File: src/logic/alu_pkg.sv
`default_nettype none

package alu_pkg;

    // width of a data word and of a word extended with its carry bit
    localparam int WORD_W = 8;

    // a plain data word used for operands, immediates, results and registers
    typedef logic [WORD_W-1:0] word_t;

    // a word with one extra bit on top that holds the carry or borrow
    typedef logic [WORD_W:0] word_carry_t;

    // index into the general register file
    typedef logic [1:0] reg_sel_t;

    // operation code as it arrives from the instruction
    typedef logic [4:0] alu_op_t;

    // the register file holds one register per reg_sel_t value
    localparam int NUM_REGS = 4;

    // pass and constant operations
    localparam alu_op_t OP_A         = 5'd0;
    localparam alu_op_t OP_B         = 5'd1;
    localparam alu_op_t OP_0         = 5'd2;
    localparam alu_op_t OP_MINUS_A   = 5'd3;
    localparam alu_op_t OP_MINUS_B   = 5'd4;

    // increment and decrement of either operand
    localparam alu_op_t OP_A_PLUS_1  = 5'd5;
    localparam alu_op_t OP_B_PLUS_1  = 5'd6;
    localparam alu_op_t OP_A_MINUS_1 = 5'd7;
    localparam alu_op_t OP_B_MINUS_1 = 5'd8;

    // these three take the carry flag in and write it back out
    localparam alu_op_t OP_A_PLUS_B  = 5'd9;
    localparam alu_op_t OP_A_MINUS_B = 5'd10;
    localparam alu_op_t OP_B_MINUS_A = 5'd11;

    // bitwise logic, the codes sit in the fourth column of the op map
    localparam alu_op_t OP_A_AND_B   = 5'd25;
    localparam alu_op_t OP_A_OR_B    = 5'd26;

endpackage : alu_pkg

`default_nettype wire
File: src/logic/alu_ifs.sv
`default_nettype none
`timescale 1ns/10ps

// decoded instruction going from the decode stage into the execute stage
interface alu_ctrl_if;
    // one of these two pulses for every issued instruction, never both
    logic              valid;
    logic              illegal;
    // effective operation after any forcing has been applied
    alu_pkg::alu_op_t  op;
    logic              zero_x;
    alu_pkg::reg_sel_t x_sel;
    alu_pkg::reg_sel_t y_sel;
    logic              use_imm;
    alu_pkg::word_t    imm;
    alu_pkg::reg_sel_t dst_sel;
    // set only for the operations that produce a carry or borrow
    logic              write_carry;

    modport decode (
        output valid, illegal, op, zero_x, x_sel, y_sel,
        output use_imm, imm, dst_sel, write_carry
    );

    modport execute (
        input valid, illegal, op, zero_x, x_sel, y_sel,
        input use_imm, imm, dst_sel, write_carry
    );
endinterface : alu_ctrl_if

// two combinational read ports into the register file
interface reg_read_if;
    alu_pkg::reg_sel_t x_sel;
    alu_pkg::reg_sel_t y_sel;
    alu_pkg::word_t    x_val;
    alu_pkg::word_t    y_val;

    // the execute stage asks, the register file answers in the same cycle
    modport execute (output x_sel, y_sel, input x_val, y_val);
    modport regs (input x_sel, y_sel, output x_val, y_val);
endinterface : reg_read_if

// result of the execute stage on its way into writeback
interface alu_result_if;
    logic              valid;
    logic              illegal;
    alu_pkg::word_t    value;
    // bit above the word, only meaningful when write_carry is set
    logic              cout;
    alu_pkg::reg_sel_t dst_sel;
    logic              write_carry;

    modport execute (output valid, illegal, value, cout, dst_sel, write_carry);
    modport writeback (input valid, illegal, value, cout, dst_sel, write_carry);
endinterface : alu_result_if

`default_nettype wire

File: src/logic/alu_datapath.sv
`default_nettype none
`timescale 1ns/10ps

module alu_datapath (
    input  logic              clk,
    input  logic              arst_n,
    input  logic              instr_valid,
    input  alu_pkg::alu_op_t  op_code,
    input  alu_pkg::reg_sel_t x_sel,
    input  alu_pkg::reg_sel_t y_sel,
    input  alu_pkg::reg_sel_t dst_sel,
    input  logic              use_imm,
    input  alu_pkg::word_t    imm,
    input  logic              force_pass_x,
    input  logic              force_x_zero,
    output alu_pkg::word_t    result,
    output logic              result_valid,
    output logic              flag_cout,
    output logic              flag_zero,
    output logic              illegal_op
);

    // links between decode, execute and the register file
    alu_ctrl_if   alu_ctrl_if_i ();
    reg_read_if   reg_read_if_i ();
    alu_result_if alu_result_if_i ();

    // first stage registers the instruction and resolves the operation
    control_decode control_decode_i (
        .clk          (clk),
        .arst_n       (arst_n),
        .instr_valid  (instr_valid),
        .op_code      (op_code),
        .x_sel        (x_sel),
        .y_sel        (y_sel),
        .dst_sel      (dst_sel),
        .use_imm      (use_imm),
        .imm          (imm),
        .force_pass_x (force_pass_x),
        .force_x_zero (force_x_zero),
        .ctrl         (alu_ctrl_if_i.decode)
    );

    // the carry flag out of writeback feeds straight back as carry in
    alu alu_i (
        .ctrl     (alu_ctrl_if_i.execute),
        .rd       (reg_read_if_i.execute),
        .res      (alu_result_if_i.execute),
        .carry_in (flag_cout)
    );

    reg_writeback reg_writeback_i (
        .clk          (clk),
        .arst_n       (arst_n),
        .rd           (reg_read_if_i.regs),
        .res          (alu_result_if_i.writeback),
        .carry        (flag_cout),
        .result       (result),
        .result_valid (result_valid),
        .flag_zero    (flag_zero),
        .illegal_op   (illegal_op)
    );

endmodule : alu_datapath

`default_nettype wire

File: src/logic/reg_writeback.sv
`default_nettype none
`timescale 1ns/10ps

module reg_writeback (
    input  logic           clk,
    input  logic           arst_n,
    reg_read_if.regs       rd,
    alu_result_if.writeback res,
    output logic           carry,
    output alu_pkg::word_t result,
    output logic           result_valid,
    output logic           flag_zero,
    output logic           illegal_op
);

    alu_pkg::word_t regs [alu_pkg::NUM_REGS];

    // read ports are combinational so the next instruction sees this write
    assign rd.x_val = regs[rd.x_sel];
    assign rd.y_val = regs[rd.y_sel];

    // register file and flags, all cleared on reset
    always_ff @(posedge clk or negedge arst_n) begin
        if (!arst_n) begin
            for (int i = 0; i < alu_pkg::NUM_REGS; i++) begin
                regs[i] <= '0;
            end
            carry     <= 1'b0;
            flag_zero <= 1'b0;
        end else if (res.valid) begin
            regs[res.dst_sel] <= res.value;
            flag_zero         <= (res.value == '0);
            // carry only moves for add and subtract, other ops keep it
            if (res.write_carry) begin
                carry <= res.cout;
            end
        end
    end

    // an illegal code only raises its own pulse and touches no state
    always_ff @(posedge clk or negedge arst_n) begin
        if (!arst_n) begin
            result_valid <= 1'b0;
            illegal_op   <= 1'b0;
        end else begin
            result_valid <= res.valid;
            illegal_op   <= res.illegal;
        end
    end

    // result output holds the last written value between pulses
    always_ff @(posedge clk) begin
        if (res.valid) begin
            result <= res.value;
        end
    end

endmodule : reg_writeback

`default_nettype wire

File: src/logic/alu.sv
`default_nettype none
`timescale 1ns/10ps

module alu (
    alu_ctrl_if.execute   ctrl,
    reg_read_if.execute   rd,
    alu_result_if.execute res,
    input  logic          carry_in
);

    alu_pkg::word_t      x_op;
    alu_pkg::word_t      y_op;
    alu_pkg::word_carry_t x_ext;
    alu_pkg::word_carry_t y_ext;
    alu_pkg::word_carry_t cin_ext;
    alu_pkg::word_carry_t sum;

    // register addresses go straight out, the values come back this cycle
    assign rd.x_sel = ctrl.x_sel;
    assign rd.y_sel = ctrl.y_sel;

    // x can be held at zero, which turns x+y into a plain y plus carry
    assign x_op = ctrl.zero_x ? '0 : rd.x_val;

    // y is either the second register or the immediate from the instruction
    assign y_op = ctrl.use_imm ? ctrl.imm : rd.y_val;

    // zero extended so that bit 8 of every result is the carry or borrow
    assign x_ext   = {1'b0, x_op};
    assign y_ext   = {1'b0, y_op};
    assign cin_ext = {{alu_pkg::WORD_W{1'b0}}, carry_in};

    always_comb begin
        case (ctrl.op)
            alu_pkg::OP_A: begin
                sum = x_ext;
            end
            alu_pkg::OP_B: begin
                sum = y_ext;
            end
            alu_pkg::OP_0: begin
                sum = '0;
            end
            // negation is two's complement in the low eight bits
            alu_pkg::OP_MINUS_A: begin
                sum = '0 - x_ext;
            end
            alu_pkg::OP_MINUS_B: begin
                sum = '0 - y_ext;
            end
            alu_pkg::OP_A_PLUS_1: begin
                sum = x_ext + 9'd1;
            end
            alu_pkg::OP_B_PLUS_1: begin
                sum = y_ext + 9'd1;
            end
            alu_pkg::OP_A_MINUS_1: begin
                sum = x_ext - 9'd1;
            end
            alu_pkg::OP_B_MINUS_1: begin
                sum = y_ext - 9'd1;
            end
            // the carry flag enters only these three and chains multi-byte math
            alu_pkg::OP_A_PLUS_B: begin
                sum = x_ext + y_ext + cin_ext;
            end
            // a borrow wraps the top bit to one
            alu_pkg::OP_A_MINUS_B: begin
                sum = x_ext - y_ext - cin_ext;
            end
            alu_pkg::OP_B_MINUS_A: begin
                sum = y_ext - x_ext - cin_ext;
            end
            alu_pkg::OP_A_AND_B: begin
                sum = x_ext & y_ext;
            end
            alu_pkg::OP_A_OR_B: begin
                sum = x_ext | y_ext;
            end
            // illegal codes never get written, so any known value will do
            default: begin
                sum = '0;
            end
        endcase
    end

    assign res.value = sum[alu_pkg::WORD_W-1:0];
    assign res.cout  = sum[alu_pkg::WORD_W];

    // qualifiers ride along unchanged, the stage adds no latency
    assign res.valid       = ctrl.valid;
    assign res.illegal     = ctrl.illegal;
    assign res.dst_sel     = ctrl.dst_sel;
    assign res.write_carry = ctrl.write_carry;

endmodule : alu

`default_nettype wire

File: src/logic/control_decode.sv
`default_nettype none
`timescale 1ns/10ps

module control_decode (
    input  logic              clk,
    input  logic              arst_n,
    input  logic              instr_valid,
    input  alu_pkg::alu_op_t  op_code,
    input  alu_pkg::reg_sel_t x_sel,
    input  alu_pkg::reg_sel_t y_sel,
    input  alu_pkg::reg_sel_t dst_sel,
    input  logic              use_imm,
    input  alu_pkg::word_t    imm,
    input  logic              force_pass_x,
    input  logic              force_x_zero,
    alu_ctrl_if.decode        ctrl
);

    alu_pkg::alu_op_t eff_op;
    logic             op_legal;
    logic             op_carry;

    // forcing pass-x overrides whatever code came with the instruction
    assign eff_op = force_pass_x ? alu_pkg::OP_A : op_code;

    // classify the effective code before it is registered
    always_comb begin
        op_legal = 1'b1;
        op_carry = 1'b0;
        case (eff_op)
            alu_pkg::OP_A, alu_pkg::OP_B, alu_pkg::OP_0,
            alu_pkg::OP_MINUS_A, alu_pkg::OP_MINUS_B,
            alu_pkg::OP_A_PLUS_1, alu_pkg::OP_B_PLUS_1,
            alu_pkg::OP_A_MINUS_1, alu_pkg::OP_B_MINUS_1,
            alu_pkg::OP_A_AND_B, alu_pkg::OP_A_OR_B: begin
                op_legal = 1'b1;
            end
            // only the add and subtract group updates the carry flag
            alu_pkg::OP_A_PLUS_B, alu_pkg::OP_A_MINUS_B, alu_pkg::OP_B_MINUS_A: begin
                op_carry = 1'b1;
            end
            default: begin
                op_legal = 1'b0;
            end
        endcase
    end

    // the strobe is split so that exactly one pulse leaves for each issue
    always_ff @(posedge clk or negedge arst_n) begin
        if (!arst_n) begin
            ctrl.valid   <= 1'b0;
            ctrl.illegal <= 1'b0;
        end else begin
            ctrl.valid   <= instr_valid & op_legal;
            ctrl.illegal <= instr_valid & ~op_legal;
        end
    end

    // instruction fields, qualified downstream by the pulses above
    always_ff @(posedge clk) begin
        if (instr_valid) begin
            ctrl.op          <= eff_op;
            ctrl.zero_x      <= force_x_zero;
            ctrl.x_sel       <= x_sel;
            ctrl.y_sel       <= y_sel;
            ctrl.use_imm     <= use_imm;
            ctrl.imm         <= imm;
            ctrl.dst_sel     <= dst_sel;
            ctrl.write_carry <= op_carry;
        end
    end

endmodule : control_decode

`default_nettype wire

File: config.mk
export PLATFORM = sky130hd
export DESIGN_NAME = alu_datapath
export DESIGN_NICKNAME = d
export VERILOG_FILES = /design/src/logic/alu_pkg.sv /design/src/logic/alu_ifs.sv /design/src/logic/alu_datapath.sv /design/src/logic/reg_writeback.sv /design/src/logic/alu.sv /design/src/logic/control_decode.sv
export SDC_FILE = /design/constraint.sdc
export NUM_CORES = 1
export LEC_CHECK = 0
export ABC_AREA = 1
export CAP_MARGIN = 15
export CORE_ASPECT_RATIO = 1.75
export CORE_MARGIN = 3
export CORE_UTILIZATION = 45
export CTS_BUF_LIST = sky130_fd_sc_hd__clkbuf_16
export CTS_CLUSTER_SIZE = 30
export DETAILED_ROUTE_END_ITERATION = 8
export DONT_BUFFER_PORTS = 1
export PLACE_DENSITY = 0.61
export SYNTH_ARGS = -nofsm -noshare
export SYNTH_HDL_FRONTEND = slang
export SYNTH_SLANG_ARGS = --single-unit
File: constraint.sdc
create_clock -name clk -period 3.7 [get_ports clk]
set_input_delay 0.37 -clock clk [delete_from_list [all_inputs] [get_ports clk]]
set_output_delay 0.37 -clock clk [all_outputs]
set_load 0.03 [all_outputs]
==> results of run 1 <==
## cell usage after synthesis, drive strengths merged
master / count / share of area
o22ai: 1 / 0.0010
nand3: 100 / 0.086
inv: 139 / 0.083
nand3b: 11 / 0.013
ha: 55 / 0.11
nor3: 7 / 0.0056
clkbuf: 4 / 0.0024
nand2: 279 / 0.18
a31oi: 2 / 0.0020
a211oi: 5 / 0.0060
fa: 8 / 0.026
nor2: 80 / 0.057
a21oi: 34 / 0.027
a21o: 3 / 0.0036
o21bai: 1 / 0.0012
nor3b: 1 / 0.0012
dfrtp: 38 / 0.15
edfxtp: 30 / 0.14
o31ai: 1 / 0.0012
xnor2: 1 / 0.0014
o21ai: 58 / 0.046
xor2: 3 / 0.0042
o211ai: 7 / 0.0084
nand4: 14 / 0.014
or2: 9 / 0.0090
clkinv: 1 / 0.00080
a21boi: 1 / 0.0012
buf: 12 / 0.016
## power by group through the flow
stage,registers (mW),logic [mW],clock network (mW)
6_report,1.03,1.41,1.02
5_1_grt,1.04,1.57,1.07
4_1_cts,1.03,1.38,1.04
3_5_place_dp,1.04,1.36,0
3_3_place_gp,1.04,1.36,0
2_1_floorplan,1.02,0.960,0
## metal layers
layer / track usage / share of wire
met4: 0.208 / 0.083
met3: 0.0269 / 0.027
met5: 0 / 0
met2: 0.514 / 0.54
met1: 0.286 / 0.35
## placed cells by master (no fill, tap or decap), drive strengths merged, types with 2 or more instances in the layout
cell type | netlist | routed
a31oi | 2 | 2
a21oi | 34 | 34
o21ai | 58 | 58
a211oi | 5 | 5
nand4 | 14 | 14
xor2 | 3 | 3
ha | 55 | 55
buf | 12 | 36
edfxtp | 30 | 30
dfrtp | 38 | 38
o211ai | 7 | 7
clkinv | 1 | 3
clkbuf | 4 | 9
bufinv | 0 | 4
nand3b | 11 | 11
nand2 | 279 | 279
a21o | 3 | 3
nand3 | 100 | 100
fa | 8 | 8
nor3 | 7 | 7
nor2 | 80 | 80
inv | 139 | 140
or2 | 9 | 9
## kinds of logic after synthesis
group,count (synthesis),share of synthesized area
xor+xnor,4,0.00560
flops,68,0.296
buf+inv,156,0.103
compound gates,113,0.0982
fa+ha+maj,63,0.136
simple gates,501,0.362
## flip-flops by register name, indices dropped and copies added, names as in the netlist
register,flops
control_decode_i.ctrl.write_carry,1
control_decode_i.ctrl.y_sel,2
reg_writeback_i.result_valid,1
reg_writeback_i.regs,32
reg_writeback_i.result,8
control_decode_i.ctrl.imm,8
reg_writeback_i.flag_zero,1
control_decode_i.ctrl.zero_x,1
reg_writeback_i.carry,1
control_decode_i.ctrl.use_imm,1
control_decode_i.ctrl.x_sel,2
control_decode_i.ctrl.op,5
reg_writeback_i.illegal_op,1
control_decode_i.ctrl.valid,1
control_decode_i.ctrl.illegal,1
control_decode_i.ctrl.dst_sel,2
## worst max-delay path: cells and delay by family (launching register included)
family / cells / cell delay [ns]
fa+ha+maj: 1 / 0.47
simple gates: 16 / 1.73
buf+inv: 4 / 0.56
xor+xnor: 1 / 0.21
flops: 1 / 0.48
## path summary, 6_finish.rpt
kind | from | end | cells after the start
worst max-delay path | control_decode_i.ctrl.x_sel[0] | reg_writeback_i.flag_zero | 22
worst min-delay path | use_imm | control_decode_i.ctrl.use_imm | 0
worst max register to register | control_decode_i.ctrl.x_sel[0] | reg_writeback_i.flag_zero | 22
worst min register to register | control_decode_i.ctrl.illegal | reg_writeback_i.illegal_op | 0
max in group asynchronous | arst_n | control_decode_i.ctrl.valid | 2
min in group asynchronous | arst_n | reg_writeback_i.regs[2] | 2
## cell type report
cell class	count	area share
clock buffers	9	0.0319
well taps	174	0.0308
repair buffers	37	0.0425
multi-input cells	681	0.540
clock inverters	7	0.0186
inverters	140	0.0746
flip-flops and latches	68	0.262
## repair_timing
| action | in CTS | in global routing |
|---|---|---|
| hold buffers | 2 | 0 |
| endpoints found under the setup margin | 0 | 15 |
| buffers inserted | 0 | 1 |
| resized for setup | 0 | 16 |
| endpoints found under the hold margin | 38 | 0 |
==> results.json, run 1 <==
{
  "status": "complete, no violations",
  "syn_avg_cell_area_sq_um": 6.91,
  "crit_path_max_incr_delay_ns": 0.48,
  "htreeDepth": 3,
  "ys_types": 41,
  "crit_top_cell": "nand2_1",
  "core_area_sq_um": 13500,
  "cts-root-buf": "clkbuf_16",
  "clock_path_buffers": 2,
  "worst_slew_pin_slew_ns": 0.902,
  "powerDensity_nw_per_um2": 489,
  "min_period_ns": 3.53,
  "power.switching_mw": 1.33,
  "worst_slack_ns": 0.168,
  "cp.required_ns": 3.96,
  "drc": 0,
  "relSlewSlack": 0.396,
  "final_max_slew_viol_count": 0,
  "final_layout_size_suffix_gt1_frac": 0.124,
  "grt_pass1_vias": 6071,
  "rsz0062_at_grt": "yes",
  "viasPerCell": 5.33,
  "synth_nets": 993,
  "drtIter0Drc": 275,
  "start_util": 0.463,
  "utilization": 0.522,
  "power_mw": 3.46,
  "grt_max_degree": 39,
  "cts_tree": "yes",
  "fin_area_sq_um": 7070,
  "min_period_over_period": 0.955,
  "endpoint_kind": "flip-flop",
  "path_max_fanout": 9,
  "wl_per_cell_um": 18.5,
  "nFillCells": 1362,
  "gr-total-overflow": 0,
  "num_io_pins": 37,
  "setup_viol": 0,
  "fin_setup_tns_ns": 0,
  "switching_share": 0.386,
  "p_leak_nw": 3.65,
  "nets": 1025,
  "dp_slack_ns": 0.0463,
  "layout.cells.non_filler": 1116,
  "hold_viol_final": 0,
  "clkPwrFrac": 0.296,
  "vias": 5944,
  "cp_slowest_cell": "edfxtp_1",
  "p_seq_frac": 0.297,
  "hold_slack_ns": 0.134,
  "startpoint_type": "flip-flop",
  "cts_num_sinks": 68,
  "clk_pin_slew_worst_paths_ns": 0.06,
  "synth_area_sq_um": 6260,
  "diodes": 0,
  "final_antenna_net_count": 0,
  "critPathArrivalTime_ns": 3.79,
  "num_rows": 56,
  "multi_input_area_sq_um": 3810,
  "fin_skew_ns": 0.00964,
  "clk_latency_ns": 0.33,
  "fp.dieW_um": 95.1,
  "path_class": "flip-flop to flip-flop",
  "area.sequential_sq_um": 1850,
  "numPortBuffers": 0,
  "ir_worst_vdd_v": 0.000491,
  "die_area_sq_um": 15400,
  "cap_violations": 0,
  "hpwl_um": 17100,
  "antenna_found_initial": 0,
  "p_comb_frac": 0.407,
  "rrSetupSlack_ns": 0.17,
  "ys_seq_area_frac": 0.296,
  "grtUsageTotal": 0.282,
  "synthCells": 905,
  "routed_wl_um": 20600,
  "gp_congestion": 0.998,
  "yosysWarnings": 0,
  "first_pass_iters": 7,
  "dp.cells": 1097,
  "internal-power_mw": 2.12,
  "grt_first_pass_wirelength_um": 32400,
  "hp-class": "input pin to flip-flop",
  "placed_cell_area_sq_um": 6610,
  "timing.fmax_ghz": 0.283,
  "cts_buffers": 9,
  "dieHeight_um": 162,
  "syn2layout_area_growth_pct": 12.9,
  "crit_chain": "inv_2 > buf_4 > nand2_1 > nand3_1 > nand2_1 > nand2_1 > inv_1 > fa_2 > xor2_1 > nand2_1 > nand2_1 > nor2_1 > nand3_1 > nor2_1 > nand2_2 > inv_2 > nand2_1 > nor2_2 > nand2_1 > nor2_2 > nand3_1 > nand2_1",
  "ys_ff_latch": 68
}
Note: power is estimated with default switching activity, not from simulation.
==> inputs of run 2 (changes only) <==
PLACE_DENSITY = not set   (was 0.61)
TNS_END_PERCENT = 1   (was not set)
==> results.json, run 2 (synthesis gave the netlist of run 1 again) <==
{
  "status": "complete, no violations",
  "clk_latency_ns": 0.33,
  "fp.dieW_um": 95.1,
  "final_cell_mix": "nand2_1, inv_1, nand3_1, nor2_1, o21ai_0",
  "min_period_over_period": 0.930,
  "numPortBuffers": 0,
  "fin_skew_ns": 0.00764,
  "die_area_sq_um": 15400,
  "timing.fmax_ghz": 0.290,
  "nFillCells": 1326,
  "routed_wl_um": 20000,
  "largestRegisters": "reg_writeback_i.regs (32), control_decode_i.ctrl.imm (8), reg_writeback_i.result (8)",
  "min_period_ns": 3.44,
  "relSlewSlack": 0.511,
  "hpwl_um": 16700,
  "multi_input_area_sq_um": 3800,
  "placed_cell_area_sq_um": 6630,
  "powerDensity_nw_per_um2": 465,
  "fin_area_sq_um": 6990,
  "hold_viol_final": 0,
  "syn2layout_area_growth_pct": 11.8,
  "cts-root-buf": "clkbuf_16",
  "cts_num_sinks": 68,
  "grt_first_pass_wirelength_um": 31300,
  "nets": 1026,
  "htreeDepth": 3,
  "num_io_pins": 37,
  "path_max_fanout": 9,
  "rsz0062_at_grt": "yes",
  "critPathArrivalTime_ns": 3.52,
  "clk_pin_slew_worst_paths_ns": 0.06,
  "endpoint_kind": "flip-flop",
  "drtIter0Drc": 300,
  "cts_tree": "yes",
  "final_common_cell": "nand2_1",
  "setup_viol": 0,
  "hp-class": "input pin to flip-flop",
  "grt_pass1_vias": 6053,
  "antenna_found_initial": 0,
  "area.sequential_sq_um": 1850,
  "core_area_sq_um": 13500,
  "drc": 0,
  "max_flop_register": "reg_writeback_i.regs",
  "first_pass_iters": 5,
  "final_antenna_net_count": 0,
  "worst_slew_pin_slew_ns": 0.730,
  "final_max_slew_viol_count": 0,
  "final_layout_size_suffix_gt1_frac": 0.120,
  "start_util": 0.463,
  "cap_violations": 0,
  "num_rows": 56,
  "gp_congestion": 0.980,
  "fin_setup_tns_ns": 0,
  "gr-total-overflow": 0,
  "clock_path_buffers": 2,
  "dieHeight_um": 162,
  "startpoint_type": "flip-flop",
  "largest_reg_flops": 32,
  "p_leak_nw": 3.62,
  "vias": 5966,
  "grt_max_degree": 39,
  "path_class": "flip-flop to flip-flop",
  "power_mw": 3.25,
  "viasPerCell": 5.34,
  "wl_per_cell_um": 17.9,
  "ir_worst_vdd_v": 0.000433,
  "grtUsageTotal": 0.273,
  "cts_buffers": 9,
  "cp.required_ns": 3.78,
  "diodes": 0
}
==> run 2: changes by cell type in the layout (fill, tap and decap cells not counted), moves of 2 or more <==
cell       change
fa_1           +2
buf_6          -2
ha_1           -2
clkinv_2       +2
bufinv_16      -3
nor2_1         +2
ha_4           +2
buf_4          +2
nand3_1        +2
nand3_2        -2
fa_2           -2
==> run 2: layout make-up <==
class / instances / share of cell area
Clock inverter: 7 / 0.00841
Sequential cell: 68 / 0.265
Inverter: 140 / 0.0757
Tap cell: 174 / 0.0311
Timing Repair Buffer: 38 / 0.0447
Clock buffer: 9 / 0.0322
Multi-Input combinational cell: 681 / 0.543
==> run 2: final timing paths <==
check	from	end	slack, ns	depth (start not counted)
hold reg to reg	control_decode_i.ctrl.illegal	reg_writeback_i.illegal_op	0.35	0
setup reg to reg	control_decode_i.ctrl.y_sel[0]	reg_writeback_i.result[7]	0.26	19
hold / removal	imm[6]	control_decode_i.ctrl.imm[6]	0.13	0
max in group asynchronous	arst_n	reg_writeback_i.regs[3]	3.01	2
setup / recovery	control_decode_i.ctrl.y_sel[0]	reg_writeback_i.result[7]	0.26	19
min in group asynchronous	arst_n	reg_writeback_i.regs[26]	0.49	2
==> run 2: worst max-delay path: stages (launching register included) <==
cell      delay (ns)
edfxtp_1        0.45
inv_2           0.09
buf_4           0.17
nand2_1         0.06
nand3_1         0.07
nand3_1         0.09
nand2_1         0.18
ha_2            0.35
ha_1            0.35
inv_1           0.07
nor3_1          0.21
nand3_1         0.11
nand2_1         0.15
nand2_1         0.09
a21oi_1         0.13
nor2_1          0.06
nor2_1          0.09
nand3_1         0.14
nor2_4          0.25
inv_1           0.07
==> run 2: power breakdown <==
part           internal [mW]  total (mW)  switching, mW
Sequential             0.925        1.02          0.100
Combinational          0.487        1.41          0.921
Clock                  0.511       0.819          0.308
==> run 2: through the flow <==
step	instances	hold slack, ns	setup slack, ns	util
CTS	1115	0.124	0.165	0.513
global placement	1097	0.0756	0.237	0.490
floorplan	905	0.0744	0.639	-
finish	1117	0.130	0.258	0.517
detailed placement	1097	0.0756	0.186	0.490
global route	1117	0.124	-0.00473	0.517
==> run 2: repair_timing <==
item | in CTS | in global routing
endpoints found under the hold margin | 38 | 0
endpoints found under the setup margin | 0 | 14
hold buffers | 2 | 0
gates resized for setup | 0 | 9
buffers inserted | 0 | 2
==> run 2: layer usage <==
metal | track usage | part of all wire | wire length (um)
met2 | 0.511 | 0.54 | 10800
met4 | 0.202 | 0.086 | 1720
met5 | 0 | 0 | 0
met3 | 0.0259 | 0.035 | 703
met1 | 0.264 | 0.34 | 6770
